===== src/hdl/axi_mem_pkg.sv =====
////////////////////////////////////////////////////////////////////////////
// AXI4 memory slave shared definitions
// Bus field widths and types, response codes and the controller
// state encodings used by the write and read paths
////////////////////////////////////////////////////////////////////////////

package axi_mem_pkg;

   ////////////////////////////////////////////////////////////////////////////
   // Field widths
   ////////////////////////////////////////////////////////////////////////////
   localparam int ADDR_BITS = 32;
   localparam int ID_BITS   = 4;
   localparam int LEN_BITS  = 8;
   localparam int RESP_BITS = 2;

   // Byte address on the bus
   typedef logic [ADDR_BITS-1:0] addr_t;
   // Transaction ID, echoed on B and R
   typedef logic [ID_BITS-1:0]   id_t;
   // Beats in burst minus one
   typedef logic [LEN_BITS-1:0]  len_t;
   typedef logic [RESP_BITS-1:0] resp_t;

   // Response codes
   localparam resp_t RESP_OKAY   = 2'd0;
   // Beat count did not match awlen+1
   localparam resp_t RESP_SLVERR = 2'd2;

   ////////////////////////////////////////////////////////////////////////////
   // Controller states
   ////////////////////////////////////////////////////////////////////////////
   typedef enum logic [1:0] {
      W_IDLE,
      W_DATA,
      W_RESP
   } wr_state_t;

   typedef enum logic [1:0] {
      R_IDLE,
      R_FETCH,
      R_SEND
   } rd_state_t;

endpackage


===== src/hdl/axi_read_ctrl.sv =====
////////////////////////////////////////////////////////////////////////////
// AXI4 read path controller
// Accepts one AR burst and returns arlen+1 R beats from memory,
// one fetch per beat, rlast on the final beat
////////////////////////////////////////////////////////////////////////////
`timescale 1ns/10ps

module axi_read_ctrl #(
   parameter int DATA_BYTES = 4,
   parameter int MEM_BYTES  = 2048
) (
   input  logic                                   conn,
   input  logic                                   arst_n,
   // Read address
   input  logic                                   arvalid,
   output logic                                   arready,
   input  axi_mem_pkg::addr_t                     araddr,
   input  axi_mem_pkg::id_t                       arid,
   input  axi_mem_pkg::len_t                      arlen,
   // Read data
   output logic                                   rvalid,
   input  logic                                   rready,
   output logic [DATA_BYTES*8-1:0]                rdata,
   output axi_mem_pkg::resp_t                     rresp,
   output axi_mem_pkg::id_t                       rid,
   output logic                                   rlast,
   // Memory read port
   output logic                                   rd_en,
   output logic [$clog2(MEM_BYTES/DATA_BYTES)-1:0] rd_word,
   input  logic [DATA_BYTES*8-1:0]                rd_data
);

   localparam int WORD_BITS = $clog2(MEM_BYTES / DATA_BYTES);
   localparam int OFF_BITS  = $clog2(DATA_BYTES);

   axi_mem_pkg::rd_state_t state;
   // Beats sent so far
   axi_mem_pkg::len_t      beat_cnt;
   logic [WORD_BITS-1:0]   rd_ptr;
   axi_mem_pkg::len_t      burst_len;
   axi_mem_pkg::id_t       burst_id;
   logic                   r_hs;

   assign arready = (state == axi_mem_pkg::R_IDLE);
   assign rd_en   = (state == axi_mem_pkg::R_FETCH);
   assign rd_word = rd_ptr;
   assign rvalid  = (state == axi_mem_pkg::R_SEND);
   // Memory holds the word until the next fetch
   assign rdata   = rd_data;
   assign rresp   = axi_mem_pkg::RESP_OKAY;
   assign rid     = burst_id;
   // Gated so it stays low outside a beat
   assign rlast   = rvalid && (beat_cnt == burst_len);
   assign r_hs    = rvalid && rready;

   ////////////////////////////////////////////////////////////////////////////
   // FSM
   ////////////////////////////////////////////////////////////////////////////
   always_ff @(posedge conn or negedge arst_n) begin
      if (!arst_n) begin
         state    <= axi_mem_pkg::R_IDLE;
         beat_cnt <= '0;
      end else begin
         case (state)
            axi_mem_pkg::R_IDLE: begin
               if (arvalid) begin
                  beat_cnt <= '0;
                  state    <= axi_mem_pkg::R_FETCH;
               end
            end
            // One cycle of rd_en
            axi_mem_pkg::R_FETCH: state <= axi_mem_pkg::R_SEND;
            axi_mem_pkg::R_SEND: begin
               if (r_hs) begin
                  if (rlast) begin
                     state <= axi_mem_pkg::R_IDLE;
                  end else begin
                     beat_cnt <= beat_cnt + 1'b1;
                     state    <= axi_mem_pkg::R_FETCH;
                  end
               end
            end
            default: state <= axi_mem_pkg::R_IDLE;
         endcase
      end
   end

   // Burst payload and word pointer
   always_ff @(posedge conn) begin
      if (arvalid && arready) begin
         rd_ptr    <= araddr[OFF_BITS +: WORD_BITS];
         burst_id  <= arid;
         burst_len <= arlen;
      end else if (r_hs) begin
         // Next word, wraps at end of memory
         rd_ptr <= rd_ptr + 1'b1;
      end
   end

   // R beat held under back-pressure, memory register included
   assert property (@(posedge conn) disable iff (!arst_n)
      rvalid && !rready |=> rvalid && $stable(rdata) && $stable(rlast));

endmodule


===== config.mk =====
export PLATFORM = sky130hd
export DESIGN_NAME = axi_read_ctrl
export DESIGN_NICKNAME = d
export VERILOG_FILES = /design/src/hdl/axi_mem_pkg.sv /design/src/hdl/axi_read_ctrl.sv
export SDC_FILE = /design/constraint.sdc
export NUM_CORES = 1
export LEC_CHECK = 0
export BUFFER_PORTS_ARGS = -buffer_cell sky130_fd_sc_hd__buf_2
export CORE_UTILIZATION = 40
export CTS_CLUSTER_SIZE = 30
export DETAILED_ROUTE_END_ITERATION = 8
export PLACE_DENSITY = 0.8
export SYNTH_ARGS = -nofsm -noshare
export SYNTH_HDL_FRONTEND = slang
export SYNTH_SLANG_ARGS = --single-unit

===== constraint.sdc =====
create_clock -name conn -period 1.8 [get_ports conn]
set_input_delay 0.54 -clock conn [delete_from_list [all_inputs] [get_ports conn]]
set_output_delay 0.54 -clock conn [all_outputs]
set_load 0.01 [all_outputs]

==> Word-level counts from Yosys, hierarchy flattened <==
Index checks and enable logic that the tools add are counted.
{ "classes": {"addsub": 2, "n_eq_ne": 6, "muxes": 10, "n_reduce_logical": 8} }
{ "ops": {"columns": ["operator", "n"], "rows": [
  ["$mux 8", 3],
  ["$mux 9", 2],
  ["$pmux 8 s2", 1],
  ["$add 9x1->9 const B", 1],
  ["$add 8x1->8 const B", 1],
  ["$eq 8x8->1", 1],
  ["$pmux 2 s3", 1],
  ["$mux 2", 2],
  ["$ne 2x2->1 const B", 2],
  ["$reduce_and 4->1", 1],
  ["$reduce_bool 2->1", 2],
  ["$logic_and 1x1->1", 3],
  ["$eq 2x1->1 const B", 1],
  ["$eq 2x2->1 const B", 1],
  ["$logic_not 2->1", 1],
  ["$ne 2x1->1 const B", 1],
  ["$reduce_and 2->1", 1],
  ["$mux 1", 1]
]} }
{ "totals": {"regBits": 31, "input_bits": 80, "output_inout_bits": 51, "elab_cells": 31} }

==> Depth between registers and ports, before layout <==
Gate-level depths: netlist of the first run.
{ "logic_depth": {"depth_word": 5, "depth_mapped": 7, "depth_no_buf": 6} }

==> Worst setup path after synthesis of the first run <==
Ideal clock, no wire load.
{ "synth_path": {"kind": "input to register", "start": "input rready", "end": "register beat_cnt[3]", "setup_time_ps": 92, "arrival_time_ps": 1587, "required_time_ps": 1708, "slack_ps": 121, "cell_stages": 6, "n_path_buf": 1, "cell_sequence": "mux2i_1 > nor2_2 > o31ai_2 > or2_1 > buf_6 > o31ai_2"} }
{ "synth_via": {"elab_chain_len": 3} }
{ "synth_lines": {"columns": ["element", "line", "source"], "rows": [
  ["from (decl)", "axi_read_ctrl.sv:22", "input logic rready,"],
  ["$logic_and 1x1->1", "axi_read_ctrl.sv:54", "assign r_hs = rvalid && rready;"],
  ["$ne 2x1->1 (no line)", null, null],
  ["$reduce_and 4->1 (no line)", null, null],
  ["to (signal assigned)", "axi_read_ctrl.sv:78", "beat_cnt <= beat_cnt + 1'b1;"],
  ["to (decl)", "axi_read_ctrl.sv:38", "axi_mem_pkg::len_t beat_cnt;"]
]} }
No other way between the ends.
A chain may end at the register's enable or synchronous reset.

==> Final worst setup path of the first run <==
{ "layout_path": {"start": "register beat_cnt[4]", "end": "output rlast"} }
{ "layout_via": {"elab_chain_len": 2} }
{ "layout_lines": {"columns": ["element", "line", "source"], "rows": [
  ["$eq 8x8->1", "axi_read_ctrl.sv:53", "assign rlast = rvalid && (beat_cnt == burst_len);"],
  ["$logic_and 1x1->1", "axi_read_ctrl.sv:53", null],
  ["to (decl)", "axi_read_ctrl.sv:26", "output logic rlast,"]
]} }
No other way between the ends.

==> impl_results.md, run 1 <==
- Status: finished with violations
- Failing checks: negative setup slack
- Leak: 0.828 nW
- Synth Warn #: 0
- Clk sink count: 31
- Pre-Repair DR Iteration Count: 4
- Period utilization: 1.03
- TritonCTS Buffers: 5
- Clock root buffer: clkbuf_8
- Worst min path class: in -> async
- Net count, final: 266
- Slew Limit Fails: 0
- Via Count: 1151
- RSZ-0062 raised after global routing: yes
- Area grow syn2layout: 13.1%
- Metal2 WL: 1.62 mm
- Top cells by area, synth: edfxtp_1 (36%), buf_4 (15%), dfrtp_1 (14%), xnor2_1 (5.5%), o31ai_2 (4.3%)
- CP Cell Sequence: xnor2_1, nand4_1, nor3_2, buf_2
- Slowest cell on crit path: dfrtp_1
- Vias in the first global route: 1120
- Final setup viols: 1
- Initial Utilization: 0.427
- CP required: 1.26 ns
- DR iter-0 viols: 36
- Crit Path Class: reg -> out
- Finished Layout Cells: 235
- Unique cell type count in the Yosys netlist: 35
- Core ar.: 4090 sq um
- Met1 WL: 1.32 mm
- Top Ports: 131
- Worst clock skew: 0.0115 ns
- Hold bufs inserted after CTS: 0
- ANT nets after route: 0
- Register-to-Register Path Depth: 6
- Max VDD drop: 681 uV
- First-pass GRT wire length: 4.98 mm
- CTS HTree Levels: 2
- Die H: 68.1 microns
- Drc violations: 0
- Gr usage total: 0.153
- Crit. End Element: primary output
- Largest stage delay on the critical path: 0.41 ns
- CTS clk-pin slew, worst paths: 0.07 ns
- Antenna violations before repair: 0
- Pwr dens: 1300 nW/um^2
- Critical path origin: beat_cnt[4]
- Mapped Area: 1750 sq um
- Clk Latency, worst-skew pair: 0.29 ns
- DP HPWL: 2.25 mm
- Worst setup SP type: flip-flop
- Multi-input gate area: 616 sq um
- IO buf count: 41
- Placed cell count: 220
- CTS tree: yes
- Wire per inst: 13.8 microns
- CP Max Fanout: 2
- Setup ws final: -0.0586 ns
- Post-Syn Area per Cell: 11.0 sq um
- Tmin final: 1.86 ns
- CTS Buffer Depth: 2
- Worst r2r src: beat_cnt[4]
- Post-Syn Instances: 158
- Area leader, netlist: edfxtp_1
- Final Hold Viols: 0
- Die Area: 4630 sq um
- Post-synthesis sequential area ratio: 0.505
- Fmax achieved: 538 MHz
- Flip-flop and latch area: 883 sq um
- Fraction of layout cells with a size suffix above 1: 0.438
- Total Wirelength: 3.25 mm
- Die extent in x: 68.1 microns
- Layout fillers: 381
- CP Data Arrival Time: 1.32 ns
- Post-layout instance area: 1970 sq um
- # diodes: 0
- GP Congestion: 0.810
- Total global routing overflow: 0
- Share of the synthesized area in the top cell type: 0.361
- Crit path buf inv count: 1
- Synth Register Bits: 31
- Fin Hold WS: 0.104 ns
- CP delay by family, top: flip-flops
- Largest net degree at the start of global routing: 18
- CP Depth: 4
- Detail Route met3 WL: 238 microns
- Max Cap Violations: 0
- Row cnt: 23
- Vias per Instance: 4.90
- Top layer reached by signal wires: met4
- Area after DPL: 1800 sq um
-- registers in the layout, summed over array words and instances (netlist names) --
register / flops
beat_cnt: 8
state: 2
rd_word: 9
burst_len: 8
rid: 4
-- layer usage --
layer / GRT usage / up-vias
met4: 0.0677 / 0
met3: 0.0717 / 8
met1: 0.162 / 540
li1: - / 562
met2: 0.257 / 41
met5: 0 / -
-- kinds of logic (layout without fill, tap and decap cells) --
group                      count (synthesis)  count (layout)  share of synthesized area
and+or+nand+nor                           40              40                      0.121
AOI/OAI and AO/OA                         26              26                      0.103
muxes                                      2               2                     0.0122
DFF                                       31              31                      0.505
xor gates and xnor gates                  15              15                     0.0753
adders and majority gates                  2               2                     0.0143
other                                      1               2                    0.00215
buffers and inverters                     41              67                      0.168
-- worst register-to-register path, cell delays in order, from the launching register on --
cell and delay, ns:
dfrtp_1 0.41, xnor2_1 0.19, nand4_1 0.16, buf_4 0.17, o31ai_2 0.19, or2_1 0.36
o21ai_1 0.12
-- Yosys cell counts --
| master | count |
|---|---|
| and2_1 | 3 |
| buf_4 | 34 |
| conb_1 | 1 |
| inv_1 | 1 |
| nor2_1 | 3 |
| mux2_2 | 1 |
| o21bai_1 | 1 |
| buf_6 | 1 |
| ha_1 | 2 |
| xnor2_1 | 11 |
| nand2b_2 | 1 |
| a21oi_1 | 1 |
| nand2_1 | 12 |
| or2_1 | 1 |
| xor2_1 | 4 |
| nor2b_1 | 1 |
| o31ai_2 | 6 |
| a31oi_1 | 1 |
| nand3_1 | 7 |
| buf_2 | 3 |
| o21ai_0 | 9 |
| nand3_2 | 1 |
| o21ai_1 | 8 |
| and3_1 | 4 |
| clkbuf_1 | 1 |
| nor3_1 | 1 |
| nand2_2 | 1 |
| nand2b_1 | 1 |
| mux2i_1 | 1 |
| edfxtp_1 | 21 |
| and4_1 | 1 |
| nor2_2 | 1 |
| nand4_1 | 2 |
| dfrtp_1 | 10 |
| inv_2 | 1 |
-- through the flow --
stage,setup WS [ns],total power [mW],util,setup TNS (ns)
floorplan,0.121,1.73,-,0
global placement,0.137,1.94,0.440,0
detailed placement,0.143,1.98,0.440,0
CTS,-0.0502,2.56,0.476,-0.0502
global route,-0.132,2.72,0.483,-0.140
finish,-0.0586,2.56,0.483,-0.0586
-- final timing paths --
check | slack [ns] | to
worst min-delay path | 0.10 | beat_cnt[6]
worst max-delay path | -0.06 | rlast
worst max register to register | 0.09 | beat_cnt[2]
max in group asynchronous | 1.47 | beat_cnt[0]
min in group conn | 0.43 | burst_len[1]
worst min register to register | 0.53 | beat_cnt[7]
-- power by group --
group / internal, mW / leakage (nW) / switching (mW)
Clock: 0.274 / 0.0395 / 0.242
Sequential: 1.01 / 0.332 / 0.141
Combinational: 0.421 / 0.457 / 0.476
Total: 1.70 / 0.828 / 0.859
-- placed cells by master (no fill, tap or decap), types with 5 or more instances in the layout --
cell type,synthesis,routed
buf_2,3,41
edfxtp_1,21,21
buf_4,34,16
nand2_1,12,12
o21ai_0,9,9
o21ai_1,8,8
dfrtp_1,10,8
nand3_1,7,7
xnor2_1,11,7
o31ai_2,6,6
clkbuf_8,0,5
-- area by class of cell --
class | instances | area share
Clock buffer | 8 | 0.0406
Inverter | 2 | 0.00380
Multi-Input combinational cell | 87 | 0.312
Sequential cell | 31 | 0.447
Tap cell | 50 | 0.0317
Timing Repair Buffer | 57 | 0.165
-- what timing repair did --
item,in CTS,in global routing
gates resized for setup,6,2
setup buffers,5,2
pin swaps,2,4
cloned,0,0
setup endpoints to repair,1,1
No activity file was read; power rests on OpenSTA's default activity.
==> inputs of run 2 (changes only) <==
--- a/config.mk
+++ b/config.mk
@@ -5,11 +5,13 @@
 export SDC_FILE = /design/constraint.sdc
 export NUM_CORES = 1
 export LEC_CHECK = 0
+export ABC_AREA = 1
 export BUFFER_PORTS_ARGS = -buffer_cell sky130_fd_sc_hd__buf_2
-export CORE_UTILIZATION = 40
+export CORE_UTILIZATION = 42
 export CTS_CLUSTER_SIZE = 30
 export DETAILED_ROUTE_END_ITERATION = 8
-export PLACE_DENSITY = 0.8
+export PLACE_DENSITY = 0.81
+export SETUP_SLACK_MARGIN = 0.02
 export SYNTH_ARGS = -nofsm -noshare
 export SYNTH_HDL_FRONTEND = slang
 export SYNTH_SLANG_ARGS = --single-unit
==> run 2 against run 1 <==
The run still ends with negative setup slack left. Sequential share of layout area decreased by 2.2 points. Count of clock-buffer cells in the layout decreased by 3. Register-to-register slack improved by 0.18 ns. Power increased by 9.9%. Via count increased by 21%. Clock power increased by 31%. Non-clock buffer count decreased by 8. Routed wire length increased by 3.5%. Hold slack improved by 0.0052 ns. Die area increased by 4.2%. Critical path type unchanged.
==> impl_results.md, run 2 <==
- Status: finished with violations
- Failing checks: negative setup slack
- Period utilization: 1.05 (+0.0151)
- ANT nets after route: 0 (unchanged)
- RSZ-0062 raised after global routing: yes
- Leak: 0.988 nW (+19%)
- Area after DPL: 1920 sq um (+6.6%)
- IO buf count: 41 (unchanged)
- Commonest non-fill, non-tap cell in the layout: nand2_1
- Pwr dens: 1360 nW/um^2 (+4.7%)
- Total global routing overflow: 0 (unchanged)
- Final Hold Viols: 0 (unchanged)
- Most instantiated cells after synthesis: nand2_1 (65), buf_4 (35), edfxtp_1 (21)
- Max Cap Violations: 0 (unchanged)
- Final setup viols: 1 (unchanged)
- CP Data Arrival Time: 1.35 ns (+0.03 ns)
- Die extent in x: 69.5 microns (+2.1%)
- First-pass GRT wire length: 5.87 mm (+18%)
- Fraction of layout cells with a size suffix above 1: 0.307 (-0.131)
- TritonCTS Buffers: 5 (unchanged)
- Final core utilization: 0.476 (-0.00701)
- Most frequent cells in the layout: nand2_1 (64), buf_2 (40), edfxtp_1 (21)
- DR iter-0 viols: 75 (+110%)
- Sum Neg Setup Slack: -0.0857 ns (-0.0271 ns)
- Most frequent cell after synthesis: nand2_1
- CP required: 1.26 ns (about the same)
- Vias per Instance: 4.80 (-2.1%)
- Row cnt: 24 (+4.3%)
- # diodes: 0 (unchanged)
- Top cells by area, synth: edfxtp_1 (33%), buf_4 (14%), dfrtp_1 (13%), nand2_1 (13%), nand3_1 (3.7%)
- Post-layout instance area: 2070 sq um (+5.0%)
- Top_reg_cell synth: edfxtp_1
- Number of synthesized flops with an enable pin: 21 (unchanged)
- Slew Limit Fails: 0 (unchanged)
- Async S/R FF share, synth: 0.323 (unchanged)
- Register-to-Register Path Depth: 4 (-2)
- CTS HTree Levels: 2 (unchanged)
- Fmax achieved: 530 MHz (-1.4%)
- Area grow syn2layout: 8.44%
- Core ar.: 4350 sq um (+6.6%)
- Max VDD drop: 789 uV (+16%)
- Synth Register Bits: 31 (unchanged)
- Wire per inst: 11.6 microns (-16%)
- Clk sink count: 31 (unchanged)
- CP Max Fanout: 4 (+2)
- Top Ports: 131 (unchanged)
- Synth Warn #: 0 (unchanged)
- Worst min path class: in -> async
- Fin Hold WS: 0.110 ns (+0.00519 ns)
- Vias in the first global route: 1439 (+28%)
- Die Area: 4830 sq um (+4.2%)
- Drc violations: 0 (unchanged)
- Worst setup SP type: flip-flop
- Tmin final: 1.89 ns (+0.0271 ns)
- Clock root buffer: clkbuf_8
- Unique cell type count in the Yosys netlist: 26 (-26%)
- Post-synthesis sequential area ratio: 0.461 (-0.0439)
- GP Congestion: 0.779 (-3.8%)
- Via Count: 1391 (+21%)
- Initial Utilization: 0.439 (+0.0120)
- Area leader, netlist: edfxtp_1
- Reg2Reg Capture Point: rd_word[6]
- DP Worst Slack: 0.158 ns (+0.0152 ns)
- Largest net degree at the start of global routing: 27 (+9)
- Pre-Repair DR Iteration Count: 4 (unchanged)
- Mapped Area: 1910 sq um (+9.5%)
- Max FFs per register: 9 (unchanged)
- Post-Syn Area per Cell: 8.77 sq um (-21%)
- Placed cell count: 277 (+26%)
- Crit. End Element: primary output
- CTS tree: yes
- Post-Syn Instances: 218 (+38%)
- Net count, final: 319 (+20%)
- R2R Setup Slk: 0.27 ns (+0.18 ns)
- Clk Latency, worst-skew pair: 0.29 ns (about the same)
- Finished Layout Cells: 290 (+23%)
- Design Power: 2.81 mW (+9.9%)
- Antenna violations before repair: 0 (unchanged)
- DP HPWL: 2.35 mm (+4.2%)
- Share of the synthesized area in the top cell type: 0.330 (-0.0314)
- Gr usage total: 0.154 (+0.00126)
- CTS clk-pin slew, worst paths: 0.07 ns (about the same)
- Die H: 69.5 microns (+2.1%)
- CTS Buffer Depth: 2 (unchanged)
- Crit Path Class: reg -> out
- Setup ws final: -0.0857 ns (-0.0271 ns)
- Worst clock skew: 0.00281 ns (-0.00870 ns)
- Worst r2r src: state[1]
- Total Wirelength: 3.36 mm (+3.5%)
==> run 2: changes by cell type in the layout (fill, tap and decap cells not counted), sizes merged, moves of 4 or more <==
| cell | delta |
|---|---|
| and3 | -4 |
| buf | -8 |
| inv | +18 |
| nand2 | +57 |
| nand3 | +7 |
| nor2 | +10 |
| o21ai | -11 |
| o31ai | -6 |
| xnor2 | -6 |
==> run 2: cell type report <==
cell class              instances  area, sq um
flip-flops and latches         31          882
fillers                       404         2280
inverters                      21         80.1
multi-input cells             129          667
clock buffers                   5         68.8
well taps                      52         65.1
repair buffers                 49          272
clock inverters                 3         38.8
==> run 2: per-layer routing <==
metal  up-vias  global-route usage  share of wire
met5         -                   0              0
met4         0              0.0930          0.025
met3        12              0.0581          0.070
met2        59               0.260           0.49
met1       622               0.163           0.41
li1        698                   -              -
==> run 2: cell families (layout without fill, tap and decap cells) <==
group	Yosys count	count (layout)	synth area share
buffers and inverters	59	78	0.194
AOI/OAI and AO/OA	10	10	0.0288
DFF	31	31	0.461
xor gates and xnor gates	10	10	0.0458
adders and majority gates	2	2	0.0131
and+or+nand+nor	105	105	0.256
other	1	2	0.00196
==> run 2: timing repair <==
| item | 4_1_cts | 5_1_grt |
|---|---|---|
| hold buffers | 0 | 0 |
| resized for setup | 3 | 1 |
| buffers inserted | 4 | 1 |
| endpoints found under the setup margin | 1 | 1 |
| pin swaps | 3 | 3 |
==> run 2: worst max path at each step <==
stage               endpoint  slack (ns)    startpoint
detailed placement     rlast        0.16   beat_cnt[6]
floorplan              rlast        0.23   beat_cnt[3]
global placement       rlast        0.18   beat_cnt[6]
CTS                    rlast        -0.1  burst_len[3]
global route           rlast       -0.19   beat_cnt[7]
finish                 rlast       -0.09   beat_cnt[7]
==> run 2: power by group <==
group	internal, mW	switching (mW)	total (mW)
Sequential	1.05	0.165	1.21
Combinational	0.339	0.590	0.929
Clock	0.405	0.270	0.675
Total	1.79	1.02	2.81
==> run 2: critical path, cell delays in order, from the launching register on <==
cell     delay (ns)
dfrtp_1        0.41
inv_1          0.08
nand2_1        0.05
nand2_1        0.06
nand2_2        0.08
nor2_4         0.14
nand3_4        0.08
inv_2          0.06
buf_6          0.09
