===== config.mk =====
export PLATFORM = sky130hd
export DESIGN_NAME = axi_write_ctrl_flat
export DESIGN_NICKNAME = d
export VERILOG_FILES = /design/src/hdl/axi_mem_pkg.sv /design/src/hdl/mem_write_if.sv /design/src/hdl/axi_write_ctrl.sv /design/src/flat_wrapper.sv
export SDC_FILE = /design/constraint.sdc
export NUM_CORES = 1
export LEC_CHECK = 0
export ABC_AREA = 1
export BUFFER_PORTS_ARGS = -buffer_cell sky130_fd_sc_hd__buf_2
export CORE_MARGIN = 3
export CORE_UTILIZATION = 44
export DETAILED_ROUTE_END_ITERATION = 10
export GPL_ROUTABILITY_DRIVEN = 0
export GPL_TIMING_DRIVEN = 0
export PLACE_DENSITY = 0.95
export RECOVER_POWER = 50
export SLEW_MARGIN = 10
export SYNTH_ARGS = -nofsm -noshare
export SYNTH_HDL_FRONTEND = slang
export SYNTH_SLANG_ARGS = --single-unit

===== constraint.sdc =====
create_clock -name conn -period 2.85 [get_ports conn]
set_clock_uncertainty 0.2 [all_clocks]
set_input_delay 0.1425 -clock conn [delete_from_list [all_inputs] [get_ports conn]]
set_output_delay 0.1425 -clock conn [all_outputs]
set_load 0.05 [all_outputs]

===== src/hdl/axi_mem_pkg.sv =====
////////////////////////////////////////////////////////////////////////////
// AXI4 memory slave shared definitions
// Bus field widths and types, response codes and the controller
// state encodings used by the write and read paths
////////////////////////////////////////////////////////////////////////////

package axi_mem_pkg;

   ////////////////////////////////////////////////////////////////////////////
   // Field widths
   ////////////////////////////////////////////////////////////////////////////
   localparam int ADDR_BITS = 32;
   localparam int ID_BITS   = 4;
   localparam int LEN_BITS  = 8;
   localparam int RESP_BITS = 2;

   // Byte address on the bus
   typedef logic [ADDR_BITS-1:0] addr_t;
   // Transaction ID, echoed on B and R
   typedef logic [ID_BITS-1:0]   id_t;
   // Beats in burst minus one
   typedef logic [LEN_BITS-1:0]  len_t;
   typedef logic [RESP_BITS-1:0] resp_t;

   // Response codes
   localparam resp_t RESP_OKAY   = 2'd0;
   // Beat count did not match awlen+1
   localparam resp_t RESP_SLVERR = 2'd2;

   ////////////////////////////////////////////////////////////////////////////
   // Controller states
   ////////////////////////////////////////////////////////////////////////////
   typedef enum logic [1:0] {
      W_IDLE,
      W_DATA,
      W_RESP
   } wr_state_t;

   typedef enum logic [1:0] {
      R_IDLE,
      R_FETCH,
      R_SEND
   } rd_state_t;

endpackage


===== src/hdl/mem_write_if.sv =====
////////////////////////////////////////////////////////////////////////////
// Byte-strobed memory write port
// Carries one word write per cycle from the write controller
////////////////////////////////////////////////////////////////////////////
`timescale 1ns/10ps

interface mem_write_if #(
   parameter int DATA_BYTES = 4,
   parameter int MEM_BYTES  = 2048
);

   localparam int WORD_BITS = $clog2(MEM_BYTES / DATA_BYTES);

   // Write this cycle
   logic                    wr_en;
   // Word index, not byte address
   logic [WORD_BITS-1:0]    wr_word;
   logic [DATA_BYTES*8-1:0] wr_data;
   // One bit per byte lane
   logic [DATA_BYTES-1:0]   wr_strb;

   // Write controller side
   modport ctrl (
      output wr_en, wr_word, wr_data, wr_strb
   );

   // Memory side
   modport mem (
      input  wr_en, wr_word, wr_data, wr_strb
   );

endinterface


===== src/hdl/axi_write_ctrl.sv =====
////////////////////////////////////////////////////////////////////////////
// AXI4 write path controller
// Accepts one AW burst, writes its W beats into memory at
// incrementing word addresses and returns one B response.
// SLVERR when the beat count differs from awlen+1
////////////////////////////////////////////////////////////////////////////
`timescale 1ns/10ps

module axi_write_ctrl #(
   parameter int DATA_BYTES = 4,
   parameter int MEM_BYTES  = 2048
) (
   input  logic                    conn,
   input  logic                    arst_n,
   // Write address
   input  logic                    awvalid,
   output logic                    awready,
   input  axi_mem_pkg::addr_t      awaddr,
   input  axi_mem_pkg::id_t        awid,
   input  axi_mem_pkg::len_t       awlen,
   // Write data
   input  logic                    wvalid,
   output logic                    wready,
   input  logic [DATA_BYTES*8-1:0] wdata,
   input  logic [DATA_BYTES-1:0]   wstrb,
   input  logic                    wlast,
   // Write response
   output logic                    bvalid,
   input  logic                    bready,
   output axi_mem_pkg::resp_t      bresp,
   output axi_mem_pkg::id_t        bid,
   mem_write_if.ctrl               mem
);

   localparam int WORD_BITS = $clog2(MEM_BYTES / DATA_BYTES);
   localparam int OFF_BITS  = $clog2(DATA_BYTES);

   axi_mem_pkg::wr_state_t state;
   // Beats taken so far in this burst
   axi_mem_pkg::len_t      beat_cnt;
   // Set once a beat past awlen+1 arrived without wlast
   logic                   len_err;
   logic [WORD_BITS-1:0]   wr_ptr;
   axi_mem_pkg::len_t      burst_len;
   axi_mem_pkg::id_t       burst_id;
   logic                   w_hs;

   assign awready = (state == axi_mem_pkg::W_IDLE);
   assign wready  = (state == axi_mem_pkg::W_DATA);
   assign bvalid  = (state == axi_mem_pkg::W_RESP);
   assign bid     = burst_id;
   assign w_hs    = wvalid && wready;

   // Memory write in the same cycle as the W handshake
   assign mem.wr_en   = w_hs;
   assign mem.wr_word = wr_ptr;
   assign mem.wr_data = wdata;
   assign mem.wr_strb = wstrb;

   ////////////////////////////////////////////////////////////////////////////
   // FSM and beat counting
   ////////////////////////////////////////////////////////////////////////////
   always_ff @(posedge conn or negedge arst_n) begin
      if (!arst_n) begin
         state    <= axi_mem_pkg::W_IDLE;
         beat_cnt <= '0;
         len_err  <= 1'b0;
      end else begin
         case (state)
            axi_mem_pkg::W_IDLE: begin
               if (awvalid) begin
                  beat_cnt <= '0;
                  len_err  <= 1'b0;
                  state    <= axi_mem_pkg::W_DATA;
               end
            end
            axi_mem_pkg::W_DATA: begin
               if (w_hs) begin
                  beat_cnt <= beat_cnt + 1'b1;
                  if (wlast) begin
                     state <= axi_mem_pkg::W_RESP;
                  end else if (beat_cnt == burst_len) begin
                     // Burst runs long, still stored
                     len_err <= 1'b1;
                  end
               end
            end
            axi_mem_pkg::W_RESP: begin
               // Hold response until master takes it
               if (bready) begin
                  state <= axi_mem_pkg::W_IDLE;
               end
            end
            default: state <= axi_mem_pkg::W_IDLE;
         endcase
      end
   end

   // Burst payload, address and response
   always_ff @(posedge conn) begin
      if (awvalid && awready) begin
         // Drop byte offset, wrap with memory size
         wr_ptr    <= awaddr[OFF_BITS +: WORD_BITS];
         burst_id  <= awid;
         burst_len <= awlen;
      end else if (w_hs) begin
         wr_ptr <= wr_ptr + 1'b1;
      end
      // Short burst fails the compare, long one sets len_err
      if (w_hs && wlast) begin
         bresp <= (!len_err && beat_cnt == burst_len) ? axi_mem_pkg::RESP_OKAY
                                                      : axi_mem_pkg::RESP_SLVERR;
      end
   end

   ////////////////////////////////////////////////////////////////////////////
   // Checks
   ////////////////////////////////////////////////////////////////////////////
   // B beat held under back-pressure
   assert property (@(posedge conn) disable iff (!arst_n)
      bvalid && !bready |=> bvalid && $stable(bresp) && $stable(bid));

   // No W beat accepted before its AW
   assert property (@(posedge conn) disable iff (!arst_n)
      $rose(wready) |-> $past(awvalid && awready));

endmodule


===== src/flat_wrapper.sv =====
// flat-port wrapper written by rule: the top's interface ports become plain ports
module axi_write_ctrl_flat 
#(
   parameter int DATA_BYTES = 4,
   parameter int MEM_BYTES  = 2048
)
  (conn, arst_n, awvalid, awready, awaddr, awid, awlen, wvalid, wready, wdata, wstrb, wlast, bvalid, bready, bresp, bid, mem_wr_en, mem_wr_word, mem_wr_data, mem_wr_strb);
  mem_write_if #(.DATA_BYTES(DATA_BYTES), .MEM_BYTES(MEM_BYTES)) mem_i ();
  input  logic conn;
  input  logic arst_n;
  input  logic awvalid;
  output logic awready;
  input  axi_mem_pkg::addr_t awaddr;
  input  axi_mem_pkg::id_t awid;
  input  axi_mem_pkg::len_t awlen;
  input  logic wvalid;
  output logic wready;
  input  logic [DATA_BYTES*8-1:0] wdata;
  input  logic [DATA_BYTES-1:0] wstrb;
  input  logic wlast;
  output logic bvalid;
  input  logic bready;
  output axi_mem_pkg::resp_t bresp;
  output axi_mem_pkg::id_t bid;
  output wire logic [$bits(mem_i.wr_en)-1:0] mem_wr_en;
  output wire logic [$bits(mem_i.wr_word)-1:0] mem_wr_word;
  output wire logic [$bits(mem_i.wr_data)-1:0] mem_wr_data;
  output wire logic [$bits(mem_i.wr_strb)-1:0] mem_wr_strb;
  assign mem_wr_en = mem_i.wr_en;
  assign mem_wr_word = mem_i.wr_word;
  assign mem_wr_data = mem_i.wr_data;
  assign mem_wr_strb = mem_i.wr_strb;
  axi_write_ctrl #(.DATA_BYTES(DATA_BYTES), .MEM_BYTES(MEM_BYTES)) u_core (.conn(conn), .arst_n(arst_n), .awvalid(awvalid), .awready(awready), .awaddr(awaddr), .awid(awid), .awlen(awlen), .wvalid(wvalid), .wready(wready), .wdata(wdata), .wstrb(wstrb), .wlast(wlast), .bvalid(bvalid), .bready(bready), .bresp(bresp), .bid(bid), .mem(mem_i));
endmodule

## Yosys cells after proc, flatten, opt, wreduce, memory -nomap -nowiden

Index checks and enable logic that the tools add are counted.
Widths: inputs -> output; s select.

| operators by class | value |
|---|---|
| eq/ne operators | 9 |
| multiplexer cells | 16 |
| reduce and logical (&&, ||, !) cells | 11 |
| add/sub/neg operators | 2 |

Operators with widths:

| cell | count |
|---|---|
| $mux 9 | 2 |
| $mux 8 | 2 |
| $pmux 8 s2 | 1 |
| $mux 2 | 5 |
| $ne 2x2->1 const B | 5 |
| $add 9x1->9 const B | 1 |
| $add 8x1->8 const B | 1 |
| $eq 8x8->1 | 1 |
| $pmux 2 s3 | 1 |
| $reduce_and 5->1 | 1 |
| $logic_and 1x1->1 | 4 |
| $mux 1 | 4 |
| $reduce_and 4->1 | 1 |
| $reduce_bool 2->1 | 2 |
| $reduce_and 3->1 | 1 |
| $eq 2x1->1 const B | 1 |
| $eq 2x2->1 const B | 1 |
| $logic_not 2->1 | 1 |
| $ne 2x1->1 const B | 1 |
| $pmux 1 s2 | 1 |
| $logic_not 1->1 | 1 |

| word-level totals | value |
|---|---|
| register bits | 34 |
| word-level logic and storage cells | 45 |
| input port bits | 86 |

## Longest topological paths before layout

Gate-level depths: netlist of run 1.

| depth | value |
|---|---|
| word-level depth | 5 |
| mapped depth | 7 |

## Worst setup path before layout of run 1

No wires, ideal clock.

| timing | value |
|---|---|
| path kind | register to register |
| start point | register u_core.state[0] |
| end point | register u_core.wr_ptr[0] (netlist: u_core.mem.wr_word[0]) (data pin) |
| slack | 794 ps |
| data required time | 2371 ps |
| arrival time | 1577 ps |
| cell stages (with the launch flop) | 6 |
| cells stage by stage | dfrtp_1 -> nor2_2 -> nand2_2 -> inv_1 -> buf_2 -> o21ai_0 |

| between the ends | value |
|---|---|
| cells in the longest elaborated chain, start to end | 3 |

Ends and longest elaborated chain:

| element | line | source |
|---|---|---|
| start: declaration | axi_write_ctrl.sv:38 | `axi_mem_pkg::wr_state_t state;` |
| start signal: assignment | axi_write_ctrl.sv:65 | `state <= axi_mem_pkg::W_IDLE;` |
| start signal: assignment | axi_write_ctrl.sv:74 | `state <= axi_mem_pkg::W_DATA;` |
| start signal: assignment | axi_write_ctrl.sv:81 | `state <= axi_mem_pkg::W_RESP;` |
| $logic_not 2->1 | axi_write_ctrl.sv:48 | `assign awready = (state == axi_mem_pkg::W_IDLE);` |
| via awready | flat_wrapper.sv:12 | `output logic awready;` |
| $logic_and 1x1->1 | axi_write_ctrl.sv:101 | `if (awvalid && awready) begin` |
| $mux 9 | axi_write_ctrl.sv:101 |  |
| end signal: assignment | axi_write_ctrl.sv:103 | `wr_ptr <= awaddr[OFF_BITS +: WORD_BITS];` |
| end signal: assignment | axi_write_ctrl.sv:107 | `wr_ptr <= wr_ptr + 1'b1;` |
| end: declaration | axi_write_ctrl.sv:43 | `logic [WORD_BITS-1:0] wr_ptr;` |

The timed path passes the listed nets, and every way through them passes these cells.
A chain may end at the register's enable or synchronous reset.

## Worst setup path after layout of run 1

| timing | value |
|---|---|
| start point | register u_core.state[0] |
| end point | register u_core.wr_ptr[0] (netlist: u_core.mem.wr_word[0]) (data pin) |

| between the ends | value |
|---|---|
| cells in the longest elaborated chain, start to end | 3 |

Ends and longest elaborated chain:

| element | line |
|---|---|
| $logic_not 2->1 | axi_write_ctrl.sv:48 |
| $logic_and 1x1->1 | axi_write_ctrl.sv:101 |
| $mux 9 | axi_write_ctrl.sv:101 |

No other way between the ends.

==> metrics.csv, run 1 <==
metric,value,unit
drt-total-wl,4540,um
clk_pin_slew,0.06,ns
slew-limit-headroom,55.8,%
p_comb_share,49.3,%
viasPerCell,4.64,
start_kind,flip-flop,
busiest_layer,met2,
synthDistinctLibCells,28,
drtPass1Iterations,4,
drv_cap,0,
synthesis.area,1920,um^2
cp-end-kind,flip-flop,
fin_nets,413,
p_leak,1.27,nW
clockBufferDepth,2,
final_cells,376,
grt_pass1_wl,6920,um
post_cts_buffers,0,
grt_max_degree,22,
start_util,46.6,%
fin_crit_sh,65.5,%
cts_hold_buf,23,
tightest_slew,0.664,ns
outcome,completed,
core_area,4120,um^2
cts_made_buffers,5,
ant_nets,0,
cpPeakStageDelay,0.43,ns
dp_cells,345,
min_path_type,in2reg,
yosysWarnings,0,
use_met1,18.4,%
drcViolationCount,0,
row_count,23,
synth_simple_gate_area_share,20.3,%
path_buf_inv,2,
area_growth,37.8,%
fp.dieH,72.0,um
critical_path.top_delay_family,buffers and inverters,
layout-drive-gt1-share,28.8,%
power.switching,1.07,mW
hold_viol,0,
wl_per_cell,12.1,um
hpwl,3250,um
peakVddDrop,0.488,mV
grt_overflow,0,
cts_root_buf,clkbuf_8,
seqPwrFrac,36.0,%
post_cts_resize_count,0,
syn-num-nets,303,
period_needed,1.87,ns
pwr-share-clk,14.7,%
clk_latency,0.28,ns
ys_seq_area_share,48.8,%
use_met3,5.26,%
synth_top_family_by_area,buffers and inverters,
met2_usage,31.5,%
vias,1746,
antenna_found_initial,0,
grt_pass1_vias,1621,
fmax,535,MHz
synthCells,215,
synth-xor-area-share,3.19,%
rsz0062_at_grt,no,
tritoncts,yes,
cp_max_fo,21,
synth_compound_area_share,5.35,%
h-tree-depth,2,
first_iter_violations,61,
switching_share,48.0,%
internal_power,1.16,mW
cts_sinks,33,
critPathKind,reg2reg,
io_pins,141,
worst_path_max_delay_cell,dfrtp_1,
finalSetupViolations,0,
drv_slew,0,
avgSynthCellArea,8.93,um^2
die-area,5190,um^2
arrival,1.68,ns
crit_required,2.66,ns
synth_adder_area_share,1.30,%
synth_mux_area_share,0,%
fp.dieW,72.0,um
synth-seq-cells,33,
setup_tns,0,ns
power.density,846,nW/um^2
cp_cell_sequence,nor2_2 -> nand2_2 -> inv_1 -> buf_2 -> o21ai_0,
diodes,0,
grt_usage,17.2,%
portBuffers,80,
sequential cells by signal (all words and copies together), names as in the netlist:
name                count
u_core.mem.wr_word      9
u_core.beat_cnt         8
u_core.burst_len        8
u_core.bid              4
u_core.state            2
u_core.bresp            1
u_core.len_err          1
final cells by class:
cell class              count  area (um^2)
repair buffers            103          583
well taps                  50         62.6
clock inverters             1         3.75
clock buffers               7         76.3
fillers                   348         1470
multi-input cells         115          583
plain buffers              40          299
flip-flops and latches     33          936
inverters                  27          101
per-layer routing:
metal,wire length (um),part of all wire (%)
met1,1700,37
met2,2310,51
met3,457,10
met4,76,1.7
met5,0,0
power groups by stage:
| stage | clock network [mW] | logic, mW | registers (mW) |
|---|---|---|---|
| floorplan | 0 | 0.597 | 1.05 |
| global placement | 0 | 1.06 | 0.800 |
| detailed placement | 0 | 1.09 | 0.814 |
| CTS | 0.344 | 1.12 | 0.804 |
| global route | 0.365 | 1.19 | 0.823 |
| finish | 0.329 | 1.10 | 0.806 |
synthesized netlist by cell type (all sizes together):
| master | number | area share [%] |
|---|---|---|
| o21ai | 8 | 2.1 |
| xnor2 | 5 | 2.3 |
| xor2 | 2 | 0.91 |
| nand3b | 1 | 0.39 |
| inv | 27 | 5.3 |
| or2 | 1 | 0.33 |
| o21a | 1 | 0.39 |
| nand3 | 14 | 3.7 |
| conb | 1 | 0.20 |
| a21oi | 6 | 1.8 |
| a31oi | 2 | 0.65 |
| o32ai | 1 | 0.46 |
| dfrtp | 11 | 14 |
| ha | 2 | 1.3 |
| nand2 | 50 | 10 |
| buf | 40 | 16 |
| nor2 | 14 | 2.9 |
| nor3 | 3 | 1.4 |
| nand4 | 4 | 1.3 |
| edfxtp | 22 | 34 |
path summary, 6_finish.rpt:
check	depth (start not counted)	slack, ns	endpoint	from
worst max register to register	5	0.98	u_core.mem.wr_word[0]	u_core.state[0]
max in group asynchronous	2	1.81	u_core.beat_cnt[5]	arst_n
worst min-delay path	3	0.01	u_core.state[0]	wvalid
worst min register to register	2	0.33	u_core.len_err	u_core.len_err
min in group asynchronous	2	0.21	u_core.beat_cnt[3]	arst_n
worst max-delay path	5	0.98	u_core.mem.wr_word[0]	u_core.state[0]
cells in the final DEF, fill, tap and decap left out, drive strengths merged:
master and count:
xor2 2, dfrtp 11, xnor2 5, clkbuf 45, edfxtp 22, nand3 14
nand3b 1, ha 2, o21a 1, conb 1, a21oi 6, nor2 14
inv 27, or2 1, dlygate4sd3 23, o21ai 8, nand4 4, clkinv 1
a31oi 2, nand2 50, o32ai 1, nor3 3, buf 82
stage by stage:
stage	util [%]	instance area [um^2]	total power [mW]	hold WS, ns	setup slack, ns
after global routing	64.3	2650	2.38	0.0243	0.881
after detailed placement	57.9	2380	1.90	-0.164	0.986
after global placement	57.9	2380	1.86	-0.175	1.04
after floorplan	-	1920	1.65	-0.353	0.794
final	64.3	2650	2.24	0.00968	0.982
after CTS	65.4	2690	2.26	0.00574	0.962
cells by family (layout without fill, tap and decap cells):
family / after synthesis / after routing
buffers and inverters: 67 / 178
other: 1 / 1
xor gates and xnor gates: 7 / 7
adders and majority gates: 2 / 2
DFF: 33 / 33
AOI/OAI and AO/OA: 18 / 18
and+or+nand+nor: 87 / 87
worst reg2reg max path, stage by stage, from the launching register on:
cell and delay, ns:
dfrtp_1 0.43, nor2_2 0.16, nand2_2 0.10, inv_1 0.14
buf_2 0.40, o21ai_0 0.17
Power figures use the tool's default switching activity.
==> run 2, diff against run 1 <==
--- a/config.mk
+++ b/config.mk
@@ -8,11 +8,11 @@
 export ABC_AREA = 1
 export BUFFER_PORTS_ARGS = -buffer_cell sky130_fd_sc_hd__buf_2
 export CORE_MARGIN = 3
-export CORE_UTILIZATION = 44
+export CORE_UTILIZATION = 37
 export DETAILED_ROUTE_END_ITERATION = 10
 export GPL_ROUTABILITY_DRIVEN = 0
 export GPL_TIMING_DRIVEN = 0
-export PLACE_DENSITY = 0.95
+export PLACE_DENSITY = 0.87
 export RECOVER_POWER = 50
 export SLEW_MARGIN = 10
 export SYNTH_ARGS = -nofsm -noshare
==> constraint.sdc (replaced) <==
create_clock -name conn -period 1.6 [get_ports conn]
set_clock_uncertainty 0.2 [all_clocks]
set_input_delay 0.08 -clock conn [delete_from_list [all_inputs] [get_ports conn]]
set_output_delay 0.08 -clock conn [all_outputs]
set_load 0.05 [all_outputs]
==> metrics.csv, run 2 (synthesis gave the netlist of run 1 again) <==
metric,value,unit,change
outcome,completed,,
power.switching,2.04,mW,+90%
start_util,39.3,%,-7.3 points
power.density,1520,nW/um^2,+80%
switching_share,47.3,%,-0.73 points
core_area,4880,um^2,+19%
final_cells,404,,+7.4%
row_count,25,,+8.7%
clk_latency,0.28,ns,about the same
viasPerCell,4.36,,-6.0%
drv_cap,0,,unchanged
reg2reg_to,u_core.mem.wr_word[8],,
grt_pass1_vias,1709,,+5.4%
die-area,6090,um^2,+17%
hold_end,u_core.state[0],,
drt-total-wl,4690,um,+3.4%
ant_nets,0,,unchanged
clk_pin_slew,0.07,ns,about the same
p_comb_share,52.7,%,+3.4 points
whs_path_depth,4,,+1
fillers,454,,+30%
rr_startpoint,u_core.mem.wr_word[0],,
setup_tns,0,ns,unchanged
fp.dieW,78.0,um,+8.3%
hold_viol,0,,unchanged
slew-limit-headroom,54.0,%,-1.8 points
drtPass1Iterations,5,,+1
critPathKind,reg2reg,,
final_area,2830,um^2,+7.1%
seqPwrFrac,33.6,%,-2.4 points
largest_register_ffs,9,,unchanged
cts_made_buffers,5,,unchanged
final_common_cell,buf_4,,
cts_root_buf,clkbuf_8,,
area_growth,47.7,%,
finalSetupViolations,0,,unchanged
grt_usage,15.1,%,-2.0 points
internal_power,2.28,mW,+96%
pwr-share-clk,13.7,%,-1.0 points
period_needed,1.58,ns,-0.286 ns
tritoncts,yes,,
wl_per_cell,11.6,um,-3.8%
multi_input_area,628,um^2,+7.7%
tightest_slew,0.691,ns,+0.0271 ns
r2r_slack,0.02,ns,-0.96 ns
whs,0.0616,ns,+0.0519 ns
antenna_found_initial,0,,unchanged
min_from,awvalid,,
dp_cells,362,,+4.9%
grt_overflow,0,,unchanged
first_iter_violations,48,,-21%
layout-drive-gt1-share,35.3,%,+6.5 points
peakVddDrop,0.793,mV,+62%
crit_required,1.44,ns,-1.22 ns
cts_sinks,33,,unchanged
vias,1763,,+0.97%
p_leak,1.33,nW,+5.0%
fmax,632,MHz,+18%
h-tree-depth,2,,unchanged
fin_util,58.1,%,-6.2 points
layout_common_cells,"buf_4 (48), nand2_1 (47), buf_2 (42)",,
drv_slew,0,,unchanged
reg2reg_depth,6,,+1
start_kind,flip-flop,,
rsz0062_at_grt,yes,,
postPlaceCellArea,2440,um^2,+2.3%
cp-end-kind,flip-flop,,
cp_max_fo,3,,-86%
grt_pass1_wl,7470,um,+8.0%
grt_max_degree,22,,unchanged
hpwl,3290,um,+1.2%
diodes,0,,unchanged
fin_crit_sh,98.9,%,+33 points
clockBufferDepth,2,,unchanged
fp.dieH,78.0,um,+8.3%
portBuffers,80,,unchanged
seq_area,938,um^2,+0.27%
drcViolationCount,0,,unchanged
fin_nets,424,,+2.7%
io_pins,141,,unchanged
min_path_type,in2reg,,
arrival,1.42,ns,-0.26 ns
==> run 2: cell count changes in the layout (fill, tap and decap cells not counted), sizes merged <==
cell,change
buf,+10
clkbuf,-2
dlygate4sd3,+2
clkinv,+1
==> run 2: worst max path at each step <==
| stage | slack (ns) | startpoint | to | cells after the start |
|---|---|---|---|---|
| 6_report | 0.02 | u_core.mem.wr_word[0] | u_core.mem.wr_word[8] | 6 |
| 3_3_place_gp | 0.05 | u_core.state[1] | u_core.beat_cnt[4] | 7 |
| 3_5_place_dp | -0.006 | u_core.state[1] | u_core.beat_cnt[3] | 7 |
| 5_1_grt | -0.07 | u_core.mem.wr_word[0] | u_core.mem.wr_word[8] | 6 |
| 2_1_floorplan | -0.30 | u_core.mem.wr_word[0] | u_core.mem.wr_word[6] | 6 |
| 4_1_cts | 0.02 | u_core.mem.wr_word[0] | u_core.mem.wr_word[6] | 6 |
==> run 2: stage by stage <==
step	setup WS (ns)	total power [mW]
2_1_floorplan	-0.298	3.01
3_3_place_gp	0.0534	3.41
3_5_place_dp	-0.00590	3.46
4_1_cts	0.0152	4.15
5_1_grt	-0.0687	4.60
6_report	0.0179	4.32
==> run 2: layout make-up <==
class / count / share of cell area [%]
Buffer: 40 / 11.4
Clock buffer: 6 / 2.56
Timing Repair Buffer: 114 / 23.9
Tap cell: 67 / 2.96
Inverter: 27 / 3.58
Multi-Input combinational cell: 115 / 22.2
Clock inverter: 2 / 0.353
Sequential cell: 33 / 33.1
==> run 2: power by group through the flow <==
stage          Sequential, mW  Clock, mW  Combinational, mW
2_1_floorplan            1.89          0               1.12
3_3_place_gp             1.44          0               1.97
3_5_place_dp             1.46          0               2.00
4_1_cts                  1.44      0.613               2.09
5_1_grt                  1.49      0.667               2.45
6_report                 1.45      0.594               2.28
==> run 2: timing repair <==
item / 4_1_cts / 5_1_grt
endpoints found under the hold margin: 36 / 0
hold buffers: 25 / 0
setup endpoints to repair: 5 / 11
gates cloned: 0 / 0
pin swaps: 0 / 2
resized for setup: 3 / 10
setup buffers: 1 / 8
==> run 2: critical path: stages, from the launching register on <==
cell	delay [ns]
edfxtp_1	0.42
ha_2	0.24
nand3_4	0.10
inv_2	0.05
a21oi_2	0.14
nand3b_1	0.14
nand2_1	0.07
==> run 2: routing by layer <==
metal / GRT usage [%] / vias to the layer above / share of wire [%]
li1: - / 895 / -
met1: 17.6 / 778 / 39
met2: 27.1 / 86 / 50
met3: 4.47 / 4 / 9.5
met4: 4.02 / 0 / 0.83
met5: 0 / - / 0
==> run 3, diff against run 2 <==
--- a/config.mk
+++ b/config.mk
@@ -6,13 +6,14 @@
 export NUM_CORES = 1
 export LEC_CHECK = 0
 export ABC_AREA = 1
-export BUFFER_PORTS_ARGS = -buffer_cell sky130_fd_sc_hd__buf_2
 export CORE_MARGIN = 3
-export CORE_UTILIZATION = 37
+export CORE_UTILIZATION = 56
+export CTS_BUF_LIST = sky130_fd_sc_hd__clkbuf_8 sky130_fd_sc_hd__clkbuf_16
 export DETAILED_ROUTE_END_ITERATION = 10
+export DONT_BUFFER_PORTS = 1
 export GPL_ROUTABILITY_DRIVEN = 0
 export GPL_TIMING_DRIVEN = 0
-export PLACE_DENSITY = 0.87
+export PLACE_DENSITY = 0.84
 export RECOVER_POWER = 50
 export SLEW_MARGIN = 10
 export SYNTH_ARGS = -nofsm -noshare
==> metrics.csv, run 3 (synthesis gave the netlist of run 1 again) <==
metric,value,unit,change
path_buf_inv,1,,unchanged
largest_register_ffs,9,,unchanged
cp-end-kind,flip-flop,,
grt_usage,25.9,%,+11 points
finalSetupViolations,40,,+40
antenna_found_initial,0,,unchanged
row_count,20,,-20%
rr_startpoint,u_core.mem.wr_word[1],,
layout-drive-gt1-share,28.3,%,-7.1 points
rsz0062_at_grt,yes,,
period_needed,2.04,ns,+0.457 ns
layout_common_cells,"nand2_1 (40), clkbuf_1 (36), dlygate4sd3_1 (26)",,
final_common_cell,nand2_1,,
dp_cells,259,,-28%
hold_viol,0,,unchanged
setup_tns,-7.58,ns,-7.58 ns
outcome,finished with violations,,
drt-total-wl,6270,um,+34%
worst_slack,-0.439,ns,-0.457 ns
cts_sinks,33,,unchanged
grt_max_degree,12,,-45%
diodes,0,,unchanged
start_kind,flip-flop,,
drv_cap,0,,unchanged
area_growth,39.8,%,
fin_crit_sh,127,%,+29 points
io_pins,141,,unchanged
clockBufferDepth,2,,unchanged
h-tree-depth,2,,unchanged
cp_cell_sequence,ha_4 -> nand3_4 -> nor2_4 -> inv_2 -> o21ai_1 -> a31oi_1,,
wl_per_cell,20.0,um,+73%
tightest_slew,0.645,ns,-0.0459 ns
critPathLaunch,u_core.mem.wr_word[1],,
fin_nets,356,,-16%
slew-limit-headroom,57.0,%,+3.1 points
drcViolationCount,0,,unchanged
critical_path.top_delay_family,flip-flops,,
crit_required,1.43,ns,about the same
viasPerCell,5.67,,+30%
start_util,60.9,%,+22 points
clk_latency,0.29,ns,about the same
tritoncts,yes,,
drtPass1Iterations,4,,-1
cts_root_buf,clkbuf_8,,
critPathKind,reg2reg,,
peakVddDrop,1.16,mV,+46%
core_area,3150,um^2,-35%
min_path_type,in2async,,
ant_nets,0,,unchanged
worst_path_max_delay_cell,edfxtp_1,,
grt_pass1_vias,1650,,-3.5%
fmax,490,MHz,-22%
power.density,1890,nW/um^2,+24%
fp.dieW,64.5,um,-17%
fp.dieH,64.5,um,-17%
violations,negative setup slack,,
portBuffers,0,,-100%
cp_max_fo,3,,unchanged
cts_made_buffers,5,,unchanged
first_iter_violations,119,,+150%
drv_slew,0,,unchanged
hpwl,3030,um,-8.0%
vias,1774,,+0.62%
grt_overflow,0,,unchanged
clk_pin_slew,0.08,ns,about the same
p_leak,1.10,nW,-17%
grt_pass1_wl,8140,um,+8.9%
final_cells,313,,-23%
cpPeakStageDelay,0.76,ns,+0.34 ns
arrival,1.87,ns,+0.45 ns
die-area,4170,um^2,-32%
run 3: cell type report:
class | count | area, um^2
Timing Repair Buffer | 46 | 500
Sequential cell | 33 | 938
Buffer | 40 | 198
Clock inverter | 2 | 37.5
Tap cell | 44 | 55.1
Clock buffer | 6 | 82.6
Fill cell | 190 | 469
Inverter | 27 | 119
Multi-Input combinational cell | 115 | 753
run 3: report_power, final:
group / internal [mW] / switching, mW / leakage (nW) / total (mW)
Clock: 0.506 / 0.326 / 0.0574 / 0.833
Sequential: 1.25 / 0.745 / 0.351 / 1.99
Combinational: 0.901 / 1.34 / 0.692 / 2.24
run 3: path summary, 6_finish.rpt:
path | to | slack [ns] | cells past startpoint
min reg2reg | u_core.beat_cnt[6] | 0.36 | 2
min in group conn | u_core.bid[1] | 0.21 | 1
max reg2reg | u_core.mem.wr_word[6] | -0.44 | 6
max | u_core.mem.wr_word[6] | -0.44 | 6
min | u_core.beat_cnt[3] | 0.01 | 1
max in group asynchronous | u_core.beat_cnt[2] | 0.78 | 1
run 3: per-stage QoR:
step	setup slack [ns]	power [mW]	area [um^2]	util, %	hold slack, ns
6_report	-0.439	5.07	2680	85.1	0.0128
5_1_grt	-0.480	5.28	2680	85.1	0.0533
4_1_cts	-0.349	4.71	2650	84.1	0.0281
3_5_place_dp	-0.402	3.24	2010	63.7	-0.415
3_3_place_gp	-0.392	3.21	2010	63.7	-0.415
2_1_floorplan	-0.298	3.01	1950	-	-0.416
run 3: metal layers:
| layer | vias to the layer above | routed length [um] | track usage, % |
|---|---|---|---|
| li1 | 760 | - | - |
| met1 | 850 | 2040 | 28.4 |
| met2 | 146 | 3350 | 45.9 |
| met3 | 18 | 701 | 9.88 |
| met4 | 0 | 176 | 8.18 |
| met5 | - | 0 | 0 |
run 3: worst register-to-register path: cells and delay by family, from the launching register on:
family,cells,cell delay (ns)
compound gates,2,0.27
buf+inv,1,0.05
flops,1,0.76
simple gates,2,0.24
fa+ha+maj,1,0.25
run 3: repair_timing:
| action | CTS | global route |
|---|---|---|
| cloned | 3 | 2 |
| resized for setup | 33 | 31 |
| hold buffers | 26 | 0 |
| pin swaps | 8 | 10 |
| endpoints found under the setup margin | 42 | 43 |
| endpoints found under the hold margin | 36 | 0 |
| buffers inserted | 7 | 10 |
